## config.mk

```make
export PLATFORM = sky130hd
export DESIGN_NAME = timed_cmd_top
export DESIGN_NICKNAME = d
export VERILOG_FILES = /design/src/logic/sched_pkg.sv /design/src/logic/time_base.sv /design/src/logic/cmd_fifo.sv /design/src/logic/scheduler.sv /design/src/logic/pin_control.sv /design/src/logic/timed_cmd_top.sv
export SDC_FILE = /design/constraint.sdc
export NUM_CORES = 1
export LEC_CHECK = 0
export BUFFER_PORTS_ARGS = -buffer_cell sky130_fd_sc_hd__buf_2
export CAP_MARGIN = 20
export CORE_ASPECT_RATIO = 0.6
export CORE_MARGIN = 1.5
export CORE_UTILIZATION = 50
export CTS_BUF_LIST = sky130_fd_sc_hd__clkbuf_8
export DETAILED_ROUTE_END_ITERATION = 8
export HOLD_SLACK_MARGIN = 0.12
export PLACE_DENSITY = 0.69
export SLEW_MARGIN = 20
export SYNTH_ARGS = -nofsm -noshare
export SYNTH_HDL_FRONTEND = slang
export SYNTH_SLANG_ARGS = --single-unit
```

## constraint.sdc

```tcl
create_clock -name clk -period 12.2 [get_ports clk]
set_clock_uncertainty 0.15 [all_clocks]
set_input_delay 3.66 -clock clk [delete_from_list [all_inputs] [get_ports clk]]
set_output_delay 3.66 -clock clk [all_outputs]
set_load 0.1 [all_outputs]
```

## src/logic/sched_pkg.sv

```systemverilog
package sched_pkg;

  // time stamp or current time in clock cycles
  typedef logic [31:0] time_t;

  // command bus address whose low bits pick a pin bank
  typedef logic [15:0] addr_t;

  // command bus data word holding one bank of pin values
  typedef logic [31:0] data_t;

  // full command word as pushed by the host
  typedef logic [79:0] cmd_t;

  // field positions inside cmd_t
  // layout from msb down is time, data, address
  localparam int TIME_H = 79;
  localparam int TIME_L = 48;
  localparam int DATA_H = 47;
  localparam int DATA_L = 16;
  localparam int ADDR_H = 15;
  localparam int ADDR_L = 0;

  // one-hot scheduler states
  typedef enum logic [4:0] {
    ST_EXEC_WAIT = 5'b00001,
    ST_FETCH     = 5'b00010,
    ST_FIFO_WAIT = 5'b00100,
    ST_EXEC      = 5'b01000,
    ST_IDLE      = 5'b10000
  } sched_state_t;

endpackage

```

## src/logic/time_base.sv

```systemverilog
`timescale 1ns/1ps

module time_base (
  input  logic             clk,
  input  logic             rst,
  input  logic             run,
  input  logic             time_clear,
  output sched_pkg::time_t current_time
);

  // free-running cycle counter
  sched_pkg::time_t count_q;

  always_ff @(posedge clk or posedge rst) begin
    if (rst) begin
      count_q <= '0;
    end else if (time_clear) begin
      // clear wins over run so a restart begins at exactly zero
      count_q <= '0;
    end else if (run) begin
      count_q <= count_q + sched_pkg::time_t'(1);
    end
  end

  // scheduler and host both see the same count
  assign current_time = count_q;

endmodule

```

## src/logic/cmd_fifo.sv

```systemverilog
`timescale 1ns/1ps

module cmd_fifo #(
  parameter int FIFO_DEPTH = 8
) (
  input  logic            clk,
  input  logic            rst,
  input  logic            cmd_push,
  input  sched_pkg::cmd_t cmd_in,
  input  logic            cmd_fifo_rd_en,
  output sched_pkg::cmd_t cmd_fifo_dout,
  output logic            cmd_fifo_empty,
  output logic            cmd_fifo_valid,
  output logic            credit_return
);

  localparam int PTR_W = (FIFO_DEPTH > 1) ? $clog2(FIFO_DEPTH) : 1;
  localparam int CNT_W = $clog2(FIFO_DEPTH + 1);

  // entry storage
  sched_pkg::cmd_t mem [FIFO_DEPTH];

  logic [PTR_W-1:0] wr_ptr;
  logic [PTR_W-1:0] rd_ptr;
  logic [CNT_W-1:0] count;

  // a pop only happens when there is something to pop
  logic do_pop;

  assign do_pop = cmd_fifo_rd_en && !cmd_fifo_empty;

  // overflow is kept away by the host credit rule
  assign cmd_fifo_empty = (count == '0);

  always_ff @(posedge clk) begin
    if (cmd_push) begin
      mem[wr_ptr] <= cmd_in;
    end
    // head entry is registered onto dout
    if (do_pop) begin
      cmd_fifo_dout <= mem[rd_ptr];
    end
  end

  always_ff @(posedge clk or posedge rst) begin
    if (rst) begin
      wr_ptr         <= '0;
      rd_ptr         <= '0;
      count          <= '0;
      cmd_fifo_valid <= 1'b0;
      credit_return  <= 1'b0;
    end else begin
      if (cmd_push) begin
        // wrap by hand so depth need not be a power of two
        wr_ptr <= (wr_ptr == PTR_W'(FIFO_DEPTH - 1)) ? '0 : wr_ptr + PTR_W'(1);
      end
      if (do_pop) begin
        rd_ptr <= (rd_ptr == PTR_W'(FIFO_DEPTH - 1)) ? '0 : rd_ptr + PTR_W'(1);
      end
      // occupancy tracks push and pop in the same cycle
      case ({cmd_push, do_pop})
        2'b10:   count <= count + CNT_W'(1);
        2'b01:   count <= count - CNT_W'(1);
        default: count <= count;
      endcase
      // valid and credit both mark the freed entry for one cycle
      cmd_fifo_valid <= do_pop;
      credit_return  <= do_pop;
    end
  end

endmodule

```

## src/logic/scheduler.sv

```systemverilog
`timescale 1ns/1ps

module scheduler (
  input  logic             clk,
  input  logic             rst,
  input  sched_pkg::time_t current_time,
  input  sched_pkg::cmd_t  cmd_fifo_dout,
  input  logic             cmd_fifo_empty,
  input  logic             cmd_fifo_valid,
  output logic             cmd_fifo_rd_en,
  output sched_pkg::addr_t cmd_bus_addr,
  output sched_pkg::data_t cmd_bus_data,
  output logic             cmd_bus_en,
  output logic             cmd_bus_wr
);

  sched_pkg::sched_state_t state;
  sched_pkg::sched_state_t next_state;

  // the one command in flight
  sched_pkg::cmd_t command;

  // load strobe for the command register
  logic load_cmd;

  // stamp of the held command
  sched_pkg::time_t cmd_time;

  // high once the held command is due
  logic time_due;

  assign cmd_time = command[sched_pkg::TIME_H:sched_pkg::TIME_L];

  // unsigned compare makes a zero stamp due at once
  assign time_due = (current_time >= cmd_time);

  always_ff @(posedge clk or posedge rst) begin
    if (rst) begin
      state <= sched_pkg::ST_IDLE;
    end else begin
      state <= next_state;
    end
  end

  // next state and combinational strobes
  always_comb begin
    next_state     = state;
    cmd_fifo_rd_en = 1'b0;
    cmd_bus_en     = 1'b0;
    cmd_bus_wr     = 1'b0;
    load_cmd       = 1'b0;
    case (state)
      sched_pkg::ST_IDLE: begin
        next_state = sched_pkg::ST_FETCH;
      end
      sched_pkg::ST_FETCH: begin
        // ask for the head entry as soon as one is there
        if (!cmd_fifo_empty) begin
          cmd_fifo_rd_en = 1'b1;
          next_state     = sched_pkg::ST_FIFO_WAIT;
        end
      end
      sched_pkg::ST_FIFO_WAIT: begin
        // data shows up one cycle after the read
        if (cmd_fifo_valid) begin
          load_cmd   = 1'b1;
          next_state = sched_pkg::ST_EXEC;
        end
      end
      sched_pkg::ST_EXEC: begin
        // hold here until the stamp comes due
        if (time_due) begin
          cmd_bus_en = 1'b1;
          cmd_bus_wr = 1'b1;
          next_state = sched_pkg::ST_EXEC_WAIT;
        end
      end
      sched_pkg::ST_EXEC_WAIT: begin
        // settle cycle while addr and data stay put on the bus
        next_state = sched_pkg::ST_FETCH;
      end
      default: begin
        next_state = sched_pkg::ST_IDLE;
      end
    endcase
  end

  // command register loads from the fifo head
  always_ff @(posedge clk) begin
    if (load_cmd) begin
      command <= cmd_fifo_dout;
    end
  end

  // bus fields come straight from the held command
  assign cmd_bus_addr = command[sched_pkg::ADDR_H:sched_pkg::ADDR_L];
  assign cmd_bus_data = command[sched_pkg::DATA_H:sched_pkg::DATA_L];

endmodule

```

## src/logic/pin_control.sv

```systemverilog
`timescale 1ns/1ps

module pin_control #(
  parameter int NUM_BANKS = 2
) (
  input  logic                   clk,
  input  logic                   rst,
  input  sched_pkg::addr_t       cmd_bus_addr,
  input  sched_pkg::data_t       cmd_bus_data,
  input  logic                   cmd_bus_en,
  input  logic                   cmd_bus_wr,
  output logic [NUM_BANKS*32-1:0] pins
);

  // one select line per bank
  logic [NUM_BANKS-1:0] bank_sel;

  // write cycle on the command bus
  logic wr_hit;

  assign wr_hit = cmd_bus_en && cmd_bus_wr;

  // addresses at or beyond NUM_BANKS match no bank and are dropped
  always_comb begin
    bank_sel = '0;
    for (int b = 0; b < NUM_BANKS; b++) begin
      if (wr_hit && (cmd_bus_addr == sched_pkg::addr_t'(b))) begin
        bank_sel[b] = 1'b1;
      end
    end
  end

  // pins update on the edge after the write strobe
  always_ff @(posedge clk or posedge rst) begin
    if (rst) begin
      pins <= '0;
    end else begin
      for (int b = 0; b < NUM_BANKS; b++) begin
        // unselected banks hold their value
        if (bank_sel[b]) begin
          pins[b*32 +: 32] <= cmd_bus_data;
        end
      end
    end
  end

endmodule

```

## src/logic/timed_cmd_top.sv

```systemverilog
`timescale 1ns/1ps

module timed_cmd_top #(
  parameter int FIFO_DEPTH = 8,
  parameter int NUM_BANKS  = 2
) (
  input  logic                    clk,
  input  logic                    rst,
  input  logic                    run,
  input  logic                    time_clear,
  input  logic                    cmd_push,
  input  sched_pkg::cmd_t         cmd_in,
  output logic                    credit_return,
  output sched_pkg::time_t        current_time,
  output logic [NUM_BANKS*32-1:0] pins
);

  // fifo to scheduler
  sched_pkg::cmd_t  cmd_fifo_dout;
  logic             cmd_fifo_empty;
  logic             cmd_fifo_valid;
  logic             cmd_fifo_rd_en;

  // internal command bus
  sched_pkg::addr_t cmd_bus_addr;
  sched_pkg::data_t cmd_bus_data;
  logic             cmd_bus_en;
  logic             cmd_bus_wr;

  time_base u_time_base (
    .clk          (clk),
    .rst          (rst),
    .run          (run),
    .time_clear   (time_clear),
    .current_time (current_time)
  );

  cmd_fifo #(
    .FIFO_DEPTH (FIFO_DEPTH)
  ) u_cmd_fifo (
    .clk            (clk),
    .rst            (rst),
    .cmd_push       (cmd_push),
    .cmd_in         (cmd_in),
    .cmd_fifo_rd_en (cmd_fifo_rd_en),
    .cmd_fifo_dout  (cmd_fifo_dout),
    .cmd_fifo_empty (cmd_fifo_empty),
    .cmd_fifo_valid (cmd_fifo_valid),
    .credit_return  (credit_return)
  );

  scheduler u_scheduler (
    .clk            (clk),
    .rst            (rst),
    .current_time   (current_time),
    .cmd_fifo_dout  (cmd_fifo_dout),
    .cmd_fifo_empty (cmd_fifo_empty),
    .cmd_fifo_valid (cmd_fifo_valid),
    .cmd_fifo_rd_en (cmd_fifo_rd_en),
    .cmd_bus_addr   (cmd_bus_addr),
    .cmd_bus_data   (cmd_bus_data),
    .cmd_bus_en     (cmd_bus_en),
    .cmd_bus_wr     (cmd_bus_wr)
  );

  pin_control #(
    .NUM_BANKS (NUM_BANKS)
  ) u_pin_control (
    .clk          (clk),
    .rst          (rst),
    .cmd_bus_addr (cmd_bus_addr),
    .cmd_bus_data (cmd_bus_data),
    .cmd_bus_en   (cmd_bus_en),
    .cmd_bus_wr   (cmd_bus_wr),
    .pins         (pins)
  );

endmodule

```

-- Word-level counts from Yosys, hierarchy flattened
Memory sizes are Yosys's and may differ from the RTL's. A register that Yosys moved wholly into a read port is not among the register bits.
Index checks and enable logic that the tools add are counted.
- add/sub/neg operators: 5
- order comparisons: 1
- eq/ne operators: 13
- muxes and demuxes: 19
- reductions and logical operators: 10
- operators by type and width (kind ; count):
    $mux 32 ; 2
    $add 32x1->32 const B ; 1
    $ge 32x32->1 ; 1
    $pmux 5 s4 ; 1
    $eq 16x1->1 const B ; 1
    $logic_not 16->1 ; 1
    $mux 5 ; 3
    $mux 1 ; 10
    $pmux 4 s2 ; 1
    $add 3x1->3 const B ; 2
    $eq 3x3->1 const B ; 2
    $mux 3 ; 2
    $eq 5x1->1 const B ; 1
    $eq 5x2->1 const B ; 1
    $eq 5x3->1 const B ; 1
    $eq 5x4->1 const B ; 1
    $eq 5x5->1 const B ; 1
    $add 4x1->4 const B ; 1
    $logic_not 4->1 ; 1
    $ne 2x2->1 const B ; 2
    $reduce_bool 2->1 ; 2
    $sub 4x1->4 const B ; 1
    $logic_and 1x1->1 ; 3
    $reduce_and 3->1 ; 1
    other kinds (5) ; 5
- flip-flop bits (word level): 192
- bits in writable memories: 640
- bits of input ports: 85
- output and inout bits: 97
- memories: 1
- memory list (name ; words ; width ; read ports ; clocked after memory_dff ; wr ports ; line ; RTL):
    u_cmd_fifo.mem ; 8 ; 80 ; 1 ; 1 ; 1 ; cmd_fifo.sv:21 ; sched_pkg::cmd_t mem [FIFO_DEPTH];

-- Depth between registers and ports, before layout
Gate-level depths: netlist (run 1).
- word-level depth: 6
- gate-level depth with buffers: 10

-- Modules after synthesis
From an unflattened synthesis (run 1), not the netlist that was laid out.
- cell total of the unflattened synthesis: 1673
- area, all modules: 35800.6 µm²
- by module, submodules not included (module ; times used ; cells an instance ; area each (µm²)):
    cmd_fifo ; 1 ; 1075 ; 27492.6
    scheduler ; 1 ; 271 ; 3838.7
    pin_control ; 1 ; 143 ; 2720.1
    time_base ; 1 ; 184 ; 1749.2

-- Worst setup path before layout (run 1)
No wires, ideal clock.
- path kind: register to register
- start: register u_scheduler.state[1]
- end: register u_cmd_fifo.count[3]
- setup time: 0.125 ns
- arrival: 10.619 ns
- data required time: 11.925 ns
- path slack: 1.305 ns
- cell stages (with the launch flop): 11
- period minus slack after synthesis: 10.895 ns
- cell sequence: dfrtp_1 -> nor2b_1 -> nand2_1 -> nor4_1 -> ha_1 -> ha_1 -> a21o_1 -> a21oi_1 -> xnor2_1 -> nor2_1 -> xor2_1
- cells in the longest elaborated chain, start to end: 5
- elaborated cells between the ends (all ways): 7
- those cells by class: eq/ne (3); mux (2); reduce/logical (2)
- RTL lines (element ; line ; RTL):
    from (decl) ; scheduler.sv:17 ; sched_pkg::sched_state_t state;
    from (signal assigned) ; scheduler.sv:39 ; state <= sched_pkg::ST_IDLE;
    from (signal assigned) ; scheduler.sv:41 ; state <= next_state;
    $eq 5x2->1 (*) ; scheduler.sv:52 ; case (state)
    $mux 1 (*) ; scheduler.sv:52 ;
    $logic_and 1x1->1 (*) ; cmd_fifo.sv:30 ; assign do_pop = cmd_fifo_rd_en && !cmd_fifo_empty;
    named net u_cmd_fifo.do_pop ; cmd_fifo.sv:28 ; logic do_pop;
    $eq 2x1->1 or $eq 2x2->1 (tied branches) ; cmd_fifo.sv:61 ; case ({cmd_push, do_pop})
    $pmux 4 s2 or $reduce_bool 2->1 (tied branches) ; -- ;
    to (signal assigned) ; cmd_fifo.sv:62 ; 2'b10: count <= count + CNT_W'(1);
    to (signal assigned) ; cmd_fifo.sv:63 ; 2'b01: count <= count - CNT_W'(1);
    to (signal assigned) ; cmd_fifo.sv:64 ; default: count <= count;
    to (decl) ; cmd_fifo.sv:25 ; logic [CNT_W-1:0] count;
The timed path passes the listed nets; every way through them passes the cells marked *.
A chain may end at the register's enable or synchronous reset.

-- Worst setup path in the final report (run 1)
- start: input cmd_push
- end: memory u_cmd_fifo.mem[3][7] in the netlist's numbering, enable pin
- cells in the longest elaborated chain, start to end: 2
- RTL lines (element ; line ; RTL):
    from (decl) ; timed_cmd_top.sv:11 ; input logic cmd_push,
    $mux 1 ; cmd_fifo.sv:36 ; if (cmd_push) begin
    $mux 1 (implied by the code) ; cmd_fifo.sv:37 ; mem[wr_ptr] <= cmd_in;
    to (decl) ; cmd_fifo.sv:21 ;
No other way between the ends.

==> qor.txt, run 1 <==
Overall global routing resource usage = 19.7%
CP Class = in -> reg
Outcome = complete, no violations
Area of the multi-input gates = 0.00741 sq mm
Die area = 0.0709 sq mm
Final Hold Fails = 0
Clk slew on worst S/H paths = 0.06 ns
First DRT Iteration DRCs = 1297
Switching Power = 2.13 mW
Mean Syn Cell Area = 21.8 sq um
CTS H-tree lvls = 4
GP Congestion = 0.771
Area leader, netlist = edfxtp_1
Vias in the first global route = 16545
R2R Path End = u_cmd_fifo.cmd_fifo_dout[50]$_DFFE_PP_
Crit share post-route = 46.3%
Reg2reg start = u_cmd_fifo.rd_ptr[0]$_DFFE_PP0P_
Fillers = 4954
Worst setup EP type = register
Internal Power = 5.83 mW
Most common cell after layout, fill and taps aside = edfxtp_1
CTS Buffer Depth = 3
Crit path DAT = 5.81 ns
WL per Instance = 23.8 um
Antenna-violating nets left = 0
Reg2reg setup slack = 8.86 ns
CORE AREA = 0.0682 sq mm
Synth top area share = 69.4%
Post-Synthesis Cells = 1584
Starting Density = 50.7%
Fin crit period = 5.65 ns
Die span in x = 343 um
Setup ws final = 6.55 ns
EDFF count, synth = 800
Routed wire length = 68500 um
GRT overflow = 0
Die height = 207 um
Comb pwr share = 20.4%
Num CTS Buffers = 133
Synth cell types = 45
DR vias = 16019
Max Cap Viol = 0
Lkg Pwr = 14.2 nW
CP startpoint kind = input pin
Clk sinks = 912
Sw Share = 26.8%
Slew margin rel. = 28.1%
Most frequent cells in the layout = edfxtp_1, buf_2, mux4_2, clkbuf_8, dfrtp_1
TritonCTS clock tree = yes
Clock root cell = clkbuf_8
Synthesized flop and latch total = 912
Setup violations, final = 0
Net count after synthesis = 1710
Fraction of layout cells with a size suffix above 1 = 35.5%
Worst path max stage delay = 0.87 ns
Skew-Pair Late Insertion Delay = 0.73 ns
Ys Warns = 0
Seq. cell area = 0.0268 sq mm
Hold-fix buffers, CTS = 0
Vias per Instance = 5.56
HPWL Detailed = 39700 um
Post-CTS Resized = 0
Hold Crit Depth = 0
Fmax = 177 MHz
Initial antenna violation count = 9
Number of I/O port buffers = 181
DRT Pass-1 Iters = 5
Seq pwr share = 51.9%
Ys flop type = edfxtp_1
Clock share of power = 27.7%
Unrepaired setup endpoints after global routing = false
Measured slew at the worst slew-check pin = 1.08 ns
Worst R2R Path Depth = 3
Final setup TNS = 0 ns
Worst Hold Endpoint = u_scheduler.command[43]$_DFFE_PP_
DR DRC count = 0
Hold crit path type = reg -> reg
Slowest-stage cell, CP = nor2_4
Worst vdd ir = 0.000218 V
Hold path startpoint = u_cmd_fifo.cmd_fifo_dout[43]$_DFFE_PP_
First-pass GRT wire length = 103000 um
Layout area overhead = 13.0%
Rows = 74
Sequential cell area fraction in the yosys report = 77.5%
Postcts setup bufs = 0
Final Max Tran Viols = 0
Largest net degree at the start of global routing = 118
Setup slack after placement = 5.79 ns
Io pins = 182
Largest cells by area after synthesis = edfxtp_1, mux4_2, dfrtp_1, mux2_2, mux2_4
Worst-path fanout max = 53
PD cells = 203 mW/mm^2
Netlist Area Pre-Place = 0.0346 sq mm
FFs w/ async S/R, synth = 12.3%
Crit-path cells = buf_2 > nand2_1 > nor2_4 > buf_4
Critical Path RT = 12.36 ns
Nets = 1997
==> logic make-up (layout without fill, tap and decap cells) <==
kind of cell	after synthesis	count (layout)	synth area share [%]
flops	912	912	77.5
mux	311	311	16.0
compound gates	47	47	0.944
fa+ha+maj	41	41	1.50
simple gates	138	138	1.95
buf+inv	101	484	1.25
other cells	0	2	0
xor+xnor	34	34	0.860
==> synth_stat cells (all sizes together), types with 2 or more instances <==
cell type and instances:
or4 2, nand4 13, or3 2, o2111ai 4
clkbuf 40, nor3 8, nand2 24, xnor2 14
and2 2, and3 5, edfxtp 800, buf 18
a21o 2, a21oi 20, nor2b 3, o21ai 14
nand2b 5, nand3 10, xor2 20, dfrtp 111
mux2i 2, nor2 53, inv 43, nor4 8
mux2 149, ha 40, mux4 160, a31oi 2
==> flip-flops by register name (all words and copies together), names as in the netlist <==
signal                     count
u_cmd_fifo.rd_ptr              3
u_scheduler.command           80
u_time_base.current_time      32
u_cmd_fifo.wr_ptr              3
u_cmd_fifo.count               4
u_cmd_fifo.cmd_fifo_valid      1
u_scheduler.state              5
u_cmd_fifo.mem               640
u_cmd_fifo.cmd_fifo_dout      80
u_pin_control.pins            64
==> critical path: cells and delay by family <==
kind	cells	cell delay (ns)
buffers and inverters	2	1.01
and+or+nand+nor	2	1.10
==> cell type report <==
class,count,area share [%]
clock inverter,85,0.940
timing repair buffer,210,3.01
sequential,912,68.6
clock buffer,146,5.14
antenna,2,0.0128
multi-input combinational,571,19.0
tap,912,2.92
inverter,43,0.419
==> power by group through the flow <==
stage	clock network, mW	logic (mW)	registers (mW)
6_report	2.20	1.63	4.13
5_1_grt	2.40	1.76	4.17
4_1_cts	2.27	1.66	4.14
3_5_place_dp	0	1.64	4.20
3_3_place_gp	0	1.62	4.18
2_1_floorplan	0	1.27	4.11
==> worst max-delay path by stage <==
stage	from	end	slack, ns	cells after the start
after CTS	cmd_push	u_cmd_fifo.mem[6][57]$_DFFE_PP_	6.56	4
after global routing	cmd_push	u_cmd_fifo.mem[3][7]$_DFFE_PP_	6.46	4
after floorplan	u_scheduler.state[1]$_DFFE_PP0P_	u_cmd_fifo.count[3]$_DFFE_PP0P_	1.31	10
final	cmd_push	u_cmd_fifo.mem[3][7]$_DFFE_PP_	6.55	4
after detailed placement	cmd_push	u_cmd_fifo.mem[6][20]$_DFFE_PP_	5.79	4
after global placement	cmd_push	u_cmd_fifo.mem[7][21]$_DFFE_PP_	5.81	4
==> routing by layer <==
| metal | part of all wire (%) | up-vias | GRT usage, % |
|---|---|---|---|
| met5 | 0.048 | - | 0 |
| met4 | 1.3 | 6 | 4.82 |
| met3 | 5.4 | 92 | 4.62 |
| met1 | 48 | 8467 | 30.0 |
| met2 | 46 | 463 | 29.1 |
| li1 | - | 6991 | - |
==> per-stage QoR <==
stage	hold WS (ns)	std cells	cell area [sq um]	power [mW]	util [%]
floorplan	0.250	1584	34600	5.39	-
global placement	0.251	2646	36700	5.80	53.8
detailed placement	0.255	2647	36700	5.84	53.8
CTS	0.234	2878	39100	8.06	57.3
global route	0.243	2879	39100	8.33	57.3
finish	0.241	2881	39100	7.96	57.3
Note: power is estimated with default switching activity, not from simulation.
==> run 2, diff against run 1 <==
Settings changed: PLACE_DENSITY 0.69 to 0.72.
Clock period 12.2 ns to 4.5 ns, I/O delays scaled along.
==> qor.txt, run 2 (synthesis gave the netlist of run 1 again) <==
CTS H-tree lvls = 4
Non-filler cells, final = 2898
Final Hold Fails = 0
Fmax = 306 MHz
Most common cell after layout, fill and taps aside = edfxtp_1
CORE AREA = 0.0682 sq mm
Largest net degree at the start of global routing = 85
Fin crit period = 3.27 ns
CP startpoint kind = register
Top Registers = u_cmd_fifo.mem (640), u_cmd_fifo.cmd_fifo_dout (80), u_scheduler.command (80)
Worst path max stage delay = 0.56 ns
Slew margin rel. = 36.8%
Fillers = 4889
Clk sinks = 912
Number of I/O port buffers = 181
PD cells = 555 mW/mm^2
Hold-fix buffers, CTS = 0
Worst hold slack = 0.244 ns
First DRT Iteration DRCs = 1287
GRT overflow = 0
Post-CTS Resized = 0
Worst-path fanout max = 12
Sw Share = 26.6%
Worst vdd ir = 0.000409 V
Num CTS Buffers = 134
Vias per Instance = 5.46
Die span in x = 343 um
Fraction of layout cells with a size suffix above 1 = 36.6%
Measured slew at the worst slew-check pin = 0.948 ns
Setup slack after placement = 1.17 ns
Seq pwr share = 51.1%
HPWL Detailed = 38900 um
Die height = 207 um
Vias in the first global route = 16945
Top Family by Delay on Critical Path = compound AO/OA/AOI/OAI gates
Io pins = 182
Max Cap Viol = 0
Crit path buf inv count = 2
Most flop-heavy register = u_cmd_fifo.mem
Placed cell count = 2654
Final Max Tran Viols = 0
Die area = 0.0709 sq mm
Setup violations, final = 0
Routed wire length = 68400 um
Clk slew on worst S/H paths = 0.06 ns
Skew-Pair Late Insertion Delay = 0.74 ns
DR DRC count = 0
Postcts setup bufs = 0
Initial antenna violation count = 13
Setup ws final = 1.23 ns
Starting Density = 50.7%
First-pass GRT wire length = 103000 um
Lkg Pwr = 14.3 nW
TritonCTS clock tree = yes
Rows = 74
Comb pwr share = 20.6%
Fin area = 0.0395 sq mm
Clock root cell = clkbuf_8
Worst setup EP type = register
Critical Path RT = 4.94 ns
Hold crit path type = reg -> reg
Unrepaired setup endpoints after global routing = false
CTS Buffer Depth = 3
Crit share post-route = 72.7%
CP Class = reg -> reg
Crit path DAT = 3.71 ns
Internal Power = 16.1 mW
Placed instance area = 0.0370 sq mm
Crit-path cells = inv_1 > ha_1 > nand2b_1 > a2111o_1 > o2111ai_1 > a31oi_4 > o2111ai_4 > buf_4 > mux2_4
WL per Instance = 23.6 um
GP Congestion = 0.798
Most frequent cells in the layout = edfxtp_1, buf_2, mux4_2, clkbuf_8, dfrtp_1
Slowest-stage cell, CP = o2111ai_4
Antenna-violating nets left = 0
DRT Pass-1 Iters = 5
Max reg flops = 640
Layout area overhead = 14.1%
Switching Power = 5.84 mW
Clock share of power = 28.4%
Outcome = complete, no violations
DR vias = 15835
Overall global routing resource usage = 19.8%
Nets = 2005
==> run 2: area by class of cell <==
cell class | instances | area [sq um] | share of cell area [%]
flip-flops and latches | 912 | 26800 | 68.0
multi-input cells | 571 | 7460 | 18.9
clock buffers | 145 | 2000 | 5.05
repair buffers | 217 | 1390 | 3.52
well taps | 912 | 1140 | 2.89
clock inverters | 92 | 492 | 1.25
inverters | 43 | 164 | 0.415
diodes | 6 | 15.0 | 0.0380
==> run 2: metrics by stage <==
stage	util (%)	setup TNS, ns	total power, mW
after floorplan	-	-579.45	14.6
after detailed placement	54.2	0	16.0
final	57.9	0	21.9
after global routing	57.9	0	22.9
after global placement	54.2	0	15.8
after CTS	57.8	0	22.2
==> run 2: power by group through the flow <==
stage / registers (mW) / clock network [mW] / logic (mW)
6_report: 11.2 / 6.22 / 4.51
3_5_place_dp: 11.5 / 0 / 4.51
5_1_grt: 11.3 / 6.77 / 4.86
2_1_floorplan: 11.1 / 0 / 3.48
4_1_cts: 11.3 / 6.40 / 4.53
3_3_place_gp: 11.4 / 0 / 4.43
==> run 2: final timing paths <==
path,slack (ns),end,start,cells past startpoint
setup / recovery,1.23,u_pin_control.pins[55]$_DFFE_PP0P_,u_time_base.current_time[0]$_DFFE_PP0P_,9
hold / removal,0.24,u_scheduler.command[44]$_DFFE_PP_,u_cmd_fifo.cmd_fifo_dout[44]$_DFFE_PP_,0
setup reg to reg,1.23,u_pin_control.pins[55]$_DFFE_PP0P_,u_time_base.current_time[0]$_DFFE_PP0P_,9
hold reg to reg,0.24,u_scheduler.command[44]$_DFFE_PP_,u_cmd_fifo.cmd_fifo_dout[44]$_DFFE_PP_,0
max in group asynchronous,2.68,u_time_base.current_time[20]$_DFFE_PP0P_,rst,3
min in group asynchronous,0.63,u_cmd_fifo.count[0]$_DFFE_PP0P_,rst,2
==> run 2: per-layer routing <==
layer	global-route usage (%)	wire length, um	vias to the layer above
met5	0	93	-
met4	4.74	997	14
met3	5.93	4840	107
met2	30.7	32600	446
met1	27.8	29900	8259
li1	-	-	7009
